**src/rv_pkg.sv**
```systemverilog
package rv_pkg;

    // ------------------------------------------------------------------
    // widths and basic types
    // ------------------------------------------------------------------
    localparam int xlen       = 32;   // data and address width
    localparam int reg_addr_w = 5;    // 32 integer registers

    typedef logic [xlen-1:0]       word_t;
    typedef logic [reg_addr_w-1:0] reg_addr_t;

    localparam word_t instr_step = 32'd4;   // pc increment per instruction

    // ------------------------------------------------------------------
    // rv32i major opcodes
    // ------------------------------------------------------------------
    localparam logic [6:0] op_lui    = 7'b0110111;
    localparam logic [6:0] op_auipc  = 7'b0010111;
    localparam logic [6:0] op_jal    = 7'b1101111;
    localparam logic [6:0] op_jalr   = 7'b1100111;
    localparam logic [6:0] op_branch = 7'b1100011;
    localparam logic [6:0] op_load   = 7'b0000011;
    localparam logic [6:0] op_store  = 7'b0100011;
    localparam logic [6:0] op_imm    = 7'b0010011;
    localparam logic [6:0] op_reg    = 7'b0110011;

    localparam logic [6:0] funct7_alt = 7'b0100000;   // sub / sra / srai

    // alu operations
    typedef enum logic [3:0] {
        alu_add,
        alu_sub,
        alu_sll,
        alu_slt,
        alu_sltu,
        alu_xor,
        alu_srl,
        alu_sra,
        alu_or,
        alu_and
    } alu_op_t;

    // first alu operand source
    typedef enum logic [1:0] {
        in1_zero,   // lui
        in1_rs1,
        in1_pc      // auipc
    } in1_sel_t;

    // multi-cycle sequencer stages
    typedef enum logic [1:0] {
        stage_if,
        stage_ex,
        stage_mem,
        stage_wb
    } stage_t;

    // decoded control bundle, 13 bits
    typedef struct packed {
        logic     reg_write;
        logic     mem_write;
        logic     mem_read;
        logic     branch;
        logic     jump;       // jal and jalr
        logic     jump_reg;   // jalr only
        in1_sel_t in1_sel;
        logic     in2_rs2;    // 0 selects imm
        alu_op_t  alu_op;
    } ctrl_t;

endpackage
```
**src/cpu_top.sv**
```systemverilog
module cpu_top (
    input  logic          clk,
    input  logic          reset_n,
    input  logic          mem_ready,
    input  rv_pkg::word_t mem_rdata,
    output logic          mem_valid,
    output logic          mem_instr,
    output rv_pkg::word_t mem_addr,
    output rv_pkg::word_t mem_wdata,
    output logic [3:0]    mem_wstrb,
    output rv_pkg::word_t pc_out
);

    rv_pkg::stage_t stage;
    rv_pkg::ctrl_t  ctrl;
    rv_pkg::word_t  instr, imm, pc, load_data;
    rv_pkg::word_t  rs1_data, rs2_data, alu_result, rd_data;
    logic           xfer_done, take_branch, rd_we;

    // ------------------------------------------------------------------
    // decode and execute, all combinational
    // ------------------------------------------------------------------
    decoder u_decoder (.instr(instr), .ctrl(ctrl), .imm(imm));

    regfile u_regfile (.clk(clk), .reset_n(reset_n), .rs1_addr(instr[19:15]),
        .rs2_addr(instr[24:20]), .rd_addr(instr[11:7]), .rd_we(rd_we), .rd_data(rd_data),
        .rs1_data(rs1_data), .rs2_data(rs2_data));

    exec_unit u_exec (.ctrl(ctrl), .pc(pc), .imm(imm), .rs1_data(rs1_data),
        .rs2_data(rs2_data), .funct3(instr[14:12]), .alu_result(alu_result),
        .take_branch(take_branch));

    // ------------------------------------------------------------------
    // sequencing, memory port, writeback
    // ------------------------------------------------------------------
    stage_ctrl u_stage (.clk(clk), .reset_n(reset_n), .mem_ready(mem_ready), .ctrl(ctrl),
        .stage(stage), .xfer_done(xfer_done));

    mem_port u_mem (.clk(clk), .reset_n(reset_n), .stage(stage), .xfer_done(xfer_done),
        .pc(pc), .alu_result(alu_result), .rs2_data(rs2_data), .ctrl(ctrl),
        .mem_rdata(mem_rdata), .mem_valid(mem_valid), .mem_instr(mem_instr),
        .mem_addr(mem_addr), .mem_wdata(mem_wdata), .mem_wstrb(mem_wstrb),
        .instr(instr), .load_data(load_data));

    writeback u_wb (.clk(clk), .reset_n(reset_n), .stage(stage), .ctrl(ctrl), .imm(imm),
        .alu_result(alu_result), .load_data(load_data), .take_branch(take_branch),
        .pc(pc), .rd_we(rd_we), .rd_data(rd_data), .pc_out(pc_out));

endmodule

```
**src/writeback.sv**
```systemverilog
module writeback (
    input  logic           clk,
    input  logic           reset_n,
    input  rv_pkg::stage_t stage,
    input  rv_pkg::ctrl_t  ctrl,
    input  rv_pkg::word_t  imm,
    input  rv_pkg::word_t  alu_result,
    input  rv_pkg::word_t  load_data,
    input  logic           take_branch,
    output rv_pkg::word_t  pc,
    output logic           rd_we,
    output rv_pkg::word_t  rd_data,
    output rv_pkg::word_t  pc_out
);

    rv_pkg::word_t pc_next;
    rv_pkg::word_t pc_seq;     // pc + 4, also the link value

    assign pc_seq  = pc + rv_pkg::instr_step;
    assign rd_we   = ctrl.reg_write && (stage == rv_pkg::stage_wb);
    assign rd_data = ctrl.mem_read ? load_data : (ctrl.jump ? pc_seq : alu_result);
    assign pc_out  = pc;       // debug view

    always_comb begin
        if (take_branch)        pc_next = pc + imm;
        else if (ctrl.jump_reg) pc_next = {alu_result[31:1], 1'b0};   // jalr clears bit 0
        else if (ctrl.jump)     pc_next = pc + imm;                    // jal
        else                    pc_next = pc_seq;
    end

    // pc moves on the same edge as the register write
    always_ff @(posedge clk) begin
        if (!reset_n)
            pc <= '0;
        else if (stage == rv_pkg::stage_wb)
            pc <= pc_next;
    end

    assert property (@(posedge clk) disable iff (!reset_n) pc[1:0] == 2'b00);

endmodule

```
**src/mem_port.sv**
```systemverilog
module mem_port (
    input  logic           clk,
    input  logic           reset_n,
    input  rv_pkg::stage_t stage,
    input  logic           xfer_done,
    input  rv_pkg::word_t  pc,
    input  rv_pkg::word_t  alu_result,
    input  rv_pkg::word_t  rs2_data,
    input  rv_pkg::ctrl_t  ctrl,
    input  rv_pkg::word_t  mem_rdata,
    output logic           mem_valid,
    output logic           mem_instr,
    output rv_pkg::word_t  mem_addr,
    output rv_pkg::word_t  mem_wdata,
    output logic [3:0]     mem_wstrb,
    output rv_pkg::word_t  instr,
    output rv_pkg::word_t  load_data
);

    logic is_fetch;
    logic is_store;

    assign is_fetch = (stage == rv_pkg::stage_if);
    assign is_store = (stage == rv_pkg::stage_mem) && ctrl.mem_write;

    // request is a level, held stable until ready
    assign mem_valid = is_fetch || (stage == rv_pkg::stage_mem);
    assign mem_instr = is_fetch;
    assign mem_addr  = is_fetch ? pc : ((stage == rv_pkg::stage_mem) ? alu_result : '0);
    assign mem_wdata = is_store ? rs2_data : '0;
    assign mem_wstrb = is_store ? 4'b1111 : 4'b0000;   // word store or read

    // instruction reg, cleared so decode starts from a no-op opcode
    always_ff @(posedge clk) begin
        if (!reset_n)
            instr <= '0;
        else if (xfer_done && is_fetch)
            instr <= mem_rdata;
    end

    always_ff @(posedge clk) begin
        if (xfer_done && !is_fetch) load_data <= mem_rdata;   // load result
    end

    // pending request holds still until the transfer completes
    assert property (@(posedge clk) disable iff (!reset_n)
        (mem_valid && !xfer_done) |=> (mem_valid && $stable(mem_addr) && $stable(mem_wdata)
            && $stable(mem_wstrb) && $stable(mem_instr)));

endmodule

```
**src/stage_ctrl.sv**
```systemverilog
module stage_ctrl (
    input  logic           clk,
    input  logic           reset_n,
    input  logic           mem_ready,
    input  rv_pkg::ctrl_t  ctrl,
    output rv_pkg::stage_t stage,
    output logic           xfer_done
);

    rv_pkg::stage_t stage_next;

    // handshake completes in the two bus stages only
    assign xfer_done = mem_ready && (stage == rv_pkg::stage_if || stage == rv_pkg::stage_mem);

    always_comb begin
        stage_next = stage;     // hold while waiting on ready
        case (stage)
            rv_pkg::stage_if:  if (xfer_done) stage_next = rv_pkg::stage_ex;
            rv_pkg::stage_ex: begin
                if (ctrl.mem_read || ctrl.mem_write)
                    stage_next = rv_pkg::stage_mem;
                else
                    stage_next = rv_pkg::stage_wb;    // skip memory
            end
            rv_pkg::stage_mem: if (xfer_done) stage_next = rv_pkg::stage_wb;
            default:           stage_next = rv_pkg::stage_if;    // wb is one cycle
        endcase
    end

    always_ff @(posedge clk) begin
        if (!reset_n)
            stage <= rv_pkg::stage_if;
        else
            stage <= stage_next;
    end

    // memory stage only ever holds a load or a store
    assert property (@(posedge clk) disable iff (!reset_n)
        (stage == rv_pkg::stage_mem) |-> (ctrl.mem_read || ctrl.mem_write));

endmodule

```
**src/regfile.sv**
```systemverilog
module regfile (
    input  logic              clk,
    input  logic              reset_n,
    input  rv_pkg::reg_addr_t rs1_addr,
    input  rv_pkg::reg_addr_t rs2_addr,
    input  rv_pkg::reg_addr_t rd_addr,
    input  logic              rd_we,
    input  rv_pkg::word_t     rd_data,
    output rv_pkg::word_t     rs1_data,
    output rv_pkg::word_t     rs2_data
);

    rv_pkg::word_t regs [32];

    // x0 may be written, reads always give zero
    assign rs1_data = (rs1_addr == '0) ? '0 : regs[rs1_addr];
    assign rs2_data = (rs2_addr == '0) ? '0 : regs[rs2_addr];

    always_ff @(posedge clk) begin
        if (!reset_n) begin
            for (int i = 0; i < 32; i++) begin
                regs[i] <= '0;
            end
        end else if (rd_we) begin
            regs[rd_addr] <= rd_data;
        end
    end

    assert property (@(posedge clk) disable iff (!reset_n) rd_we |-> !$isunknown(rd_addr));

endmodule

```
**src/exec_unit.sv**
```systemverilog
module exec_unit (
    input  rv_pkg::ctrl_t ctrl,
    input  rv_pkg::word_t pc,
    input  rv_pkg::word_t imm,
    input  rv_pkg::word_t rs1_data,
    input  rv_pkg::word_t rs2_data,
    input  logic [2:0]    funct3,
    output rv_pkg::word_t alu_result,
    output logic          take_branch
);

    rv_pkg::word_t in1;
    rv_pkg::word_t in2;
    logic [4:0]    shamt;
    logic          cond;      // raw branch condition

    // ------------------------------------------------------------------
    // operand muxes
    // ------------------------------------------------------------------
    always_comb begin
        case (ctrl.in1_sel)
            rv_pkg::in1_rs1: in1 = rs1_data;
            rv_pkg::in1_pc:  in1 = pc;        // auipc
            default:         in1 = '0;        // lui
        endcase
    end

    assign in2   = ctrl.in2_rs2 ? rs2_data : imm;
    assign shamt = in2[4:0];

    always_comb begin
        case (ctrl.alu_op)
            rv_pkg::alu_add:  alu_result = in1 + in2;
            rv_pkg::alu_sub:  alu_result = in1 - in2;
            rv_pkg::alu_sll:  alu_result = in1 << shamt;
            rv_pkg::alu_slt:  alu_result = {31'b0, $signed(in1) < $signed(in2)};
            rv_pkg::alu_sltu: alu_result = {31'b0, in1 < in2};
            rv_pkg::alu_xor:  alu_result = in1 ^ in2;
            rv_pkg::alu_srl:  alu_result = in1 >> shamt;
            rv_pkg::alu_sra:  alu_result = $signed(in1) >>> shamt;
            rv_pkg::alu_or:   alu_result = in1 | in2;
            rv_pkg::alu_and:  alu_result = in1 & in2;
            default:          alu_result = '0;
        endcase
    end

    // branch compare always on the two registers
    always_comb begin
        case (funct3)
            3'b000:  cond = (rs1_data == rs2_data);                     // beq
            3'b001:  cond = (rs1_data != rs2_data);                     // bne
            3'b100:  cond = ($signed(rs1_data) <  $signed(rs2_data));   // blt
            3'b101:  cond = ($signed(rs1_data) >= $signed(rs2_data));   // bge
            3'b110:  cond = (rs1_data <  rs2_data);                     // bltu
            3'b111:  cond = (rs1_data >= rs2_data);                     // bgeu
            default: cond = 1'b0;
        endcase
    end

    assign take_branch = ctrl.branch && cond;

endmodule

```
**src/decoder.sv**
```systemverilog
module decoder (
    input  rv_pkg::word_t instr,
    output rv_pkg::ctrl_t ctrl,
    output rv_pkg::word_t imm
);

    logic [6:0] opcode;
    logic [2:0] funct3;
    logic [6:0] funct7;
    logic       alt;              // instr[30] selects sub / sra
    rv_pkg::alu_op_t fn_op;       // op picked from funct3

    assign opcode = instr[6:0];
    assign funct3 = instr[14:12];
    assign funct7 = instr[31:25];

    // addi has no alternate form, only srai does
    assign alt = instr[30] && (opcode == rv_pkg::op_reg || funct3 == 3'b101);

    always_comb begin
        case (funct3)
            3'b000:  fn_op = alt ? rv_pkg::alu_sub : rv_pkg::alu_add;
            3'b001:  fn_op = rv_pkg::alu_sll;
            3'b010:  fn_op = rv_pkg::alu_slt;
            3'b011:  fn_op = rv_pkg::alu_sltu;
            3'b100:  fn_op = rv_pkg::alu_xor;
            3'b101:  fn_op = alt ? rv_pkg::alu_sra : rv_pkg::alu_srl;
            3'b110:  fn_op = rv_pkg::alu_or;
            default: fn_op = rv_pkg::alu_and;
        endcase
    end

    // ------------------------------------------------------------------
    // control decode
    // ------------------------------------------------------------------
    always_comb begin
        ctrl         = '0;                  // undefined ops: no write, no mem
        ctrl.in1_sel = rv_pkg::in1_rs1;
        ctrl.alu_op  = rv_pkg::alu_add;     // address and link math
        case (opcode)
            rv_pkg::op_lui: begin
                ctrl.reg_write = 1'b1;
                ctrl.in1_sel   = rv_pkg::in1_zero;
            end
            rv_pkg::op_auipc: begin
                ctrl.reg_write = 1'b1;
                ctrl.in1_sel   = rv_pkg::in1_pc;
            end
            rv_pkg::op_jal: begin
                ctrl.reg_write = 1'b1;
                ctrl.jump      = 1'b1;
            end
            rv_pkg::op_jalr: begin
                ctrl.reg_write = 1'b1;
                ctrl.jump      = 1'b1;
                ctrl.jump_reg  = 1'b1;      // target = rs1 + imm
            end
            rv_pkg::op_branch: begin
                ctrl.branch  = 1'b1;
                ctrl.in2_rs2 = 1'b1;
                ctrl.alu_op  = rv_pkg::alu_sub;
            end
            rv_pkg::op_load: begin
                ctrl.reg_write = 1'b1;
                ctrl.mem_read  = 1'b1;
            end
            rv_pkg::op_store: ctrl.mem_write = 1'b1;
            rv_pkg::op_imm: begin
                ctrl.reg_write = 1'b1;
                ctrl.alu_op    = fn_op;
            end
            rv_pkg::op_reg: begin
                ctrl.reg_write = 1'b1;
                ctrl.in2_rs2   = 1'b1;
                ctrl.alu_op    = fn_op;
            end
            default: ;
        endcase
    end

    // ------------------------------------------------------------------
    // immediates
    // ------------------------------------------------------------------
    always_comb begin
        case (opcode)
            rv_pkg::op_lui, rv_pkg::op_auipc: imm = {instr[31:12], 12'b0};      // U
            rv_pkg::op_jal:
                imm = {{11{instr[31]}}, instr[31], instr[19:12], instr[20], instr[30:21], 1'b0};
            rv_pkg::op_branch:
                imm = {{19{instr[31]}}, instr[31], instr[7], instr[30:25], instr[11:8], 1'b0};
            rv_pkg::op_store: imm = {{20{instr[31]}}, instr[31:25], instr[11:7]};  // S
            default: begin
                if (opcode == rv_pkg::op_imm && funct3[1:0] == 2'b01)
                    imm = {27'b0, instr[24:20]};            // shamt only
                else
                    imm = {{20{instr[31]}}, instr[31:20]};  // I
            end
        endcase
    end

    // full funct7 must be the alternate encoding, not just bit 30
    always_comb begin
        if (opcode == rv_pkg::op_reg &&
            (ctrl.alu_op == rv_pkg::alu_sub || ctrl.alu_op == rv_pkg::alu_sra))
            assert (funct7 == rv_pkg::funct7_alt)
                else $error("op_reg sub/sra with funct7 %b", funct7);
    end

endmodule

```
**config.mk**
```make
export PLATFORM = sky130hd
export DESIGN_NAME = cpu_top
export DESIGN_NICKNAME = d
export VERILOG_FILES = /design/src/rv_pkg.sv /design/src/cpu_top.sv /design/src/writeback.sv /design/src/mem_port.sv /design/src/stage_ctrl.sv /design/src/regfile.sv /design/src/exec_unit.sv /design/src/decoder.sv
export SDC_FILE = /design/constraint.sdc
export NUM_CORES = 2
export LEC_CHECK = 0
export BUFFER_PORTS_ARGS = -buffer_cell sky130_fd_sc_hd__buf_2
export CAP_MARGIN = 25
export CORE_ASPECT_RATIO = 1.75
export CORE_MARGIN = 2
export CORE_UTILIZATION = 30
export DETAILED_ROUTE_END_ITERATION = 8
export SLEW_MARGIN = 25
export SYNTH_ARGS = -nofsm -noshare
export SYNTH_HDL_FRONTEND = slang
export SYNTH_SLANG_ARGS = --single-unit
```
**constraint.sdc**
```tcl
create_clock -name clk -period 11.7 [get_ports clk]
set_input_delay 2.34 -clock clk [delete_from_list [all_inputs] [get_ports clk]]
set_output_delay 2.34 -clock clk [all_outputs]
set_load 0.005 [all_outputs]
```
==> results.cfg <==
[timing]
setup_viol = 0
finClkSkew_ns = 0.0573
timing.fmax_mhz = 87.9
tightest_slew_ns = 1.28
relSlewSlack = 0.146
post-route-period-util = 0.972
period_minus_slack_ns = 11.37
setup_tns_ns = 0
rsz0062_at_grt = false
report.final.slew_viol_count = 0
finalHoldViolCount = 0

[pwr]
clkPwrFrac = 0.273
power.share.switching = 0.399
p_leak_uw = 0.0274
vdd_drop_max_mv = 0.129
seqPwrFrac = 0.361
power.density_mw_per_mm2 = 163
p_comb_frac = 0.366
p_int_uw = 7850
power.switching_uw = 5210

[global_routing]
grt_pass1_vias = 61400
grt_usage = 0.286
antenna_found_initial = 29
grt_remaining_overflow = 0
grt_first_pass_wirelength_um = 490000
grt_max_degree = 129

[worst_setup_path]
required_ns = 9.36
cp_cell_sequence = nand4b_2, o21ai_0, o21ai_0, nor2_1, or2_2, buf_4, ha_1, nor2b_1, o311ai_0, buf_4, a21oi_1, o211ai_1, a21oi_1, buf_4, a31oi_1, buf_4, o21ai_0, mux2i_1, a22oi_1, nand4_1, a22o_1, buf_2
critPathMaxFanout = 16
criticalPathCategory = reg2out
slowest_delay_ns = 1.16
startpoint_type = flop
critPathSlowestCell = o21ai_0
cp_common_cell = buf_4
end_kind = output pin
crit_arrival_ns = 9.03

[logic_synthesis]
seq_area_frac_synth = 0.461
ys.flop_type = edfxtp_1
ys_ff_latch = 1132
synth.avg_cell_area_um2 = 11.0
synthArstFlopShare = 0
yosysWarnings = 0
synth_edf_count = 1056
syn_inst = 6531
synth_area_mm2 = 0.0722
syn_nets = 6737
synth_cell_types = 105

[detailed_routing]
viasPerCell = 6.45
routedWlPerCell_um = 37.4
ant_nets = 0
firstDrtPassIters = 9
vias = 62200
routedLengthMet1_um = 109000
wl_met2_um = 172000
wl_met3_um = 34400
routed_wl_um = 360000
post-route-drc-count = 0
routed.top_layer = met5
drt_iter0_drc = 8717

[layout]
nets = 6630
drive_gt1_frac = 0.179
final_cell_mix = edfxtp_1 (1056), nor2_1 (850), a21oi_1 (717)
fillers = 23900
layout_commonest_cell = edfxtp_1
syn2layout_area_growth_pct = 11.1
final_core_util = 0.334

[place]
io_buffers = 136
gp_congestion = 1.07
dp_hpwl_um = 249000

[floorplanning]
die_w_um = 375
die_h_um = 653
pin_count = 137
core_area_mm2 = 0.240
start_util = 0.301
std_cell_rows = 238
die_area_mm2 = 0.245

[clock_network]
clk_pin_slew_ns = 0.07
htree_levels = 3
postCtsSetupBuffers = 0
holdBufCountCts = 0
cts_buffers = 101
clockBufferDepth = 3
clockRootBuffer = clkbuf_16
cts_sinks = 1132
insertion_delay_ns = 0.76
cts_resized = 0
cts_tree = done

[status]
status = completed

[worst_hold_path]
hold_class = reg2reg

[flow_run]
max-cap-violations = 0
[final cells by class]
cell class                      count  area [µm²]  share of cell area
Sequential cell                  1132       33300               0.415
Tap cell                         3120        3900              0.0487
Clock buffer                      122        2650              0.0330
Multi-Input combinational cell   4645       36100               0.451
Antenna cell                       17        42.5            0.000531
Timing Repair Buffer              428        3030              0.0378
Clock inverter                     59         707             0.00882
Inverter                          116         438             0.00546
[metrics by stage]
stage                     worst slack, ns  hold WS [ns]  instance area (µm²)  instances  total power, µW
final                               0.329         0.498                80200       9639            13100
after global routing                0.453         0.543                80100       9624            13300
after CTS                           0.785         0.498                80000       9617            12800
after detailed placement             1.57         0.485                76600       9436             9280
after global placement               1.68         0.494                76500       9434             9250
after floorplan                      2.60         0.452                72200       6531             7480
[cells in the mapped netlist (all sizes together) (9+ instances only)]
master	number	area (µm²)
a32oi	30	263
nand4	29	181
a22oi	282	2120
edfxtp	1056	31700
or3	14	97.6
nand2	430	1610
nor4	13	81.3
a21oi	723	3620
a31oi	36	253
and3	18	113
ha	168	2100
nor2	870	3270
mux2i	597	6000
nand3	66	335
clkbuf	342	1280
o211ai	42	320
o21ai	204	1020
o32ai	9	93.8
xnor2	37	324
a211oi	72	551
a21o	54	413
inv	116	438
a21boi	40	300
a221oi	24	216
buf	296	1680
mux2	27	304
xor2	31	272
o21a	19	143
o21bai	14	105
and2	57	357
o22ai	29	181
a22o	26	228
or2	14	87.6
nor3	50	262
dfxtp	76	1520
nand2b	42	263
o221ai	28	245
o31ai	18	149
mux4	358	8070
nor3b	9	67.6
o311ai	10	95.1
nor2b	24	150
[power groups by stage]
stage / clock [µW] / combinational (µW) / sequential, µW
floorplan: 0 / 2780 / 4700
CTS: 3580 / 4500 / 4710
global route: 3700 / 4880 / 4730
finish: 3570 / 4770 / 4720
detailed placement: 0 / 4480 / 4800
global placement: 0 / 4460 / 4790
[sequential cells by signal, summed over array words and instances (netlist names), named ones only]
register / count
u_stage.stage: 2
u_wb.pc: 32
u_mem.load_data: 32
u_regfile.regs: 1024
u_mem.instr: 32
[worst max-delay path, delay by kind of cell, from the launching register on]
kind | cells | cell delay (ns)
simple gates | 5 | 1.58
buf+inv | 5 | 1.09
flops | 1 | 0.52
compound gates | 10 | 4.49
mux | 1 | 0.23
fa+ha+maj | 1 | 0.32
[final timing paths]
| check | startpoint | end | slack [ns] | cells past startpoint |
|---|---|---|---|---|
| min | u_mem.instr[16]$_SDFFE_PN0P_ | u_mem.instr[16]$_SDFFE_PN0P_ | 0.50 | 2 |
| max | u_mem.instr[6]$_SDFFE_PN0P_ | mem_addr[31] | 0.33 | 22 |
| min reg2reg | u_mem.instr[16]$_SDFFE_PN0P_ | u_mem.instr[16]$_SDFFE_PN0P_ | 0.50 | 2 |
| max reg2reg | flop | u_wb.pc[20]$_SDFFE_PN0N_ | 2.14 | 24 |
[logic make-up (layout without fill, tap and decap cells)]
group,after synthesis,in the layout,synth area share
buffers and inverters,754,725,0.0471
xor gates and xnor gates,68,68,0.00825
other,0,17,0
and+or+nand+nor,1671,1671,0.0996
DFF,1132,1132,0.461
muxes,982,982,0.199
adders and majority gates,171,171,0.0300
AOI/OAI and AO/OA,1753,1753,0.155
[metal layers]
layer,GRT usage,vias to the layer above
met1,0.283,30900
met3,0.0678,1787
met5,0,-
li1,-,24700
met4,0.297,16
met2,0.478,4820
(Power assumes the default switching activity.)
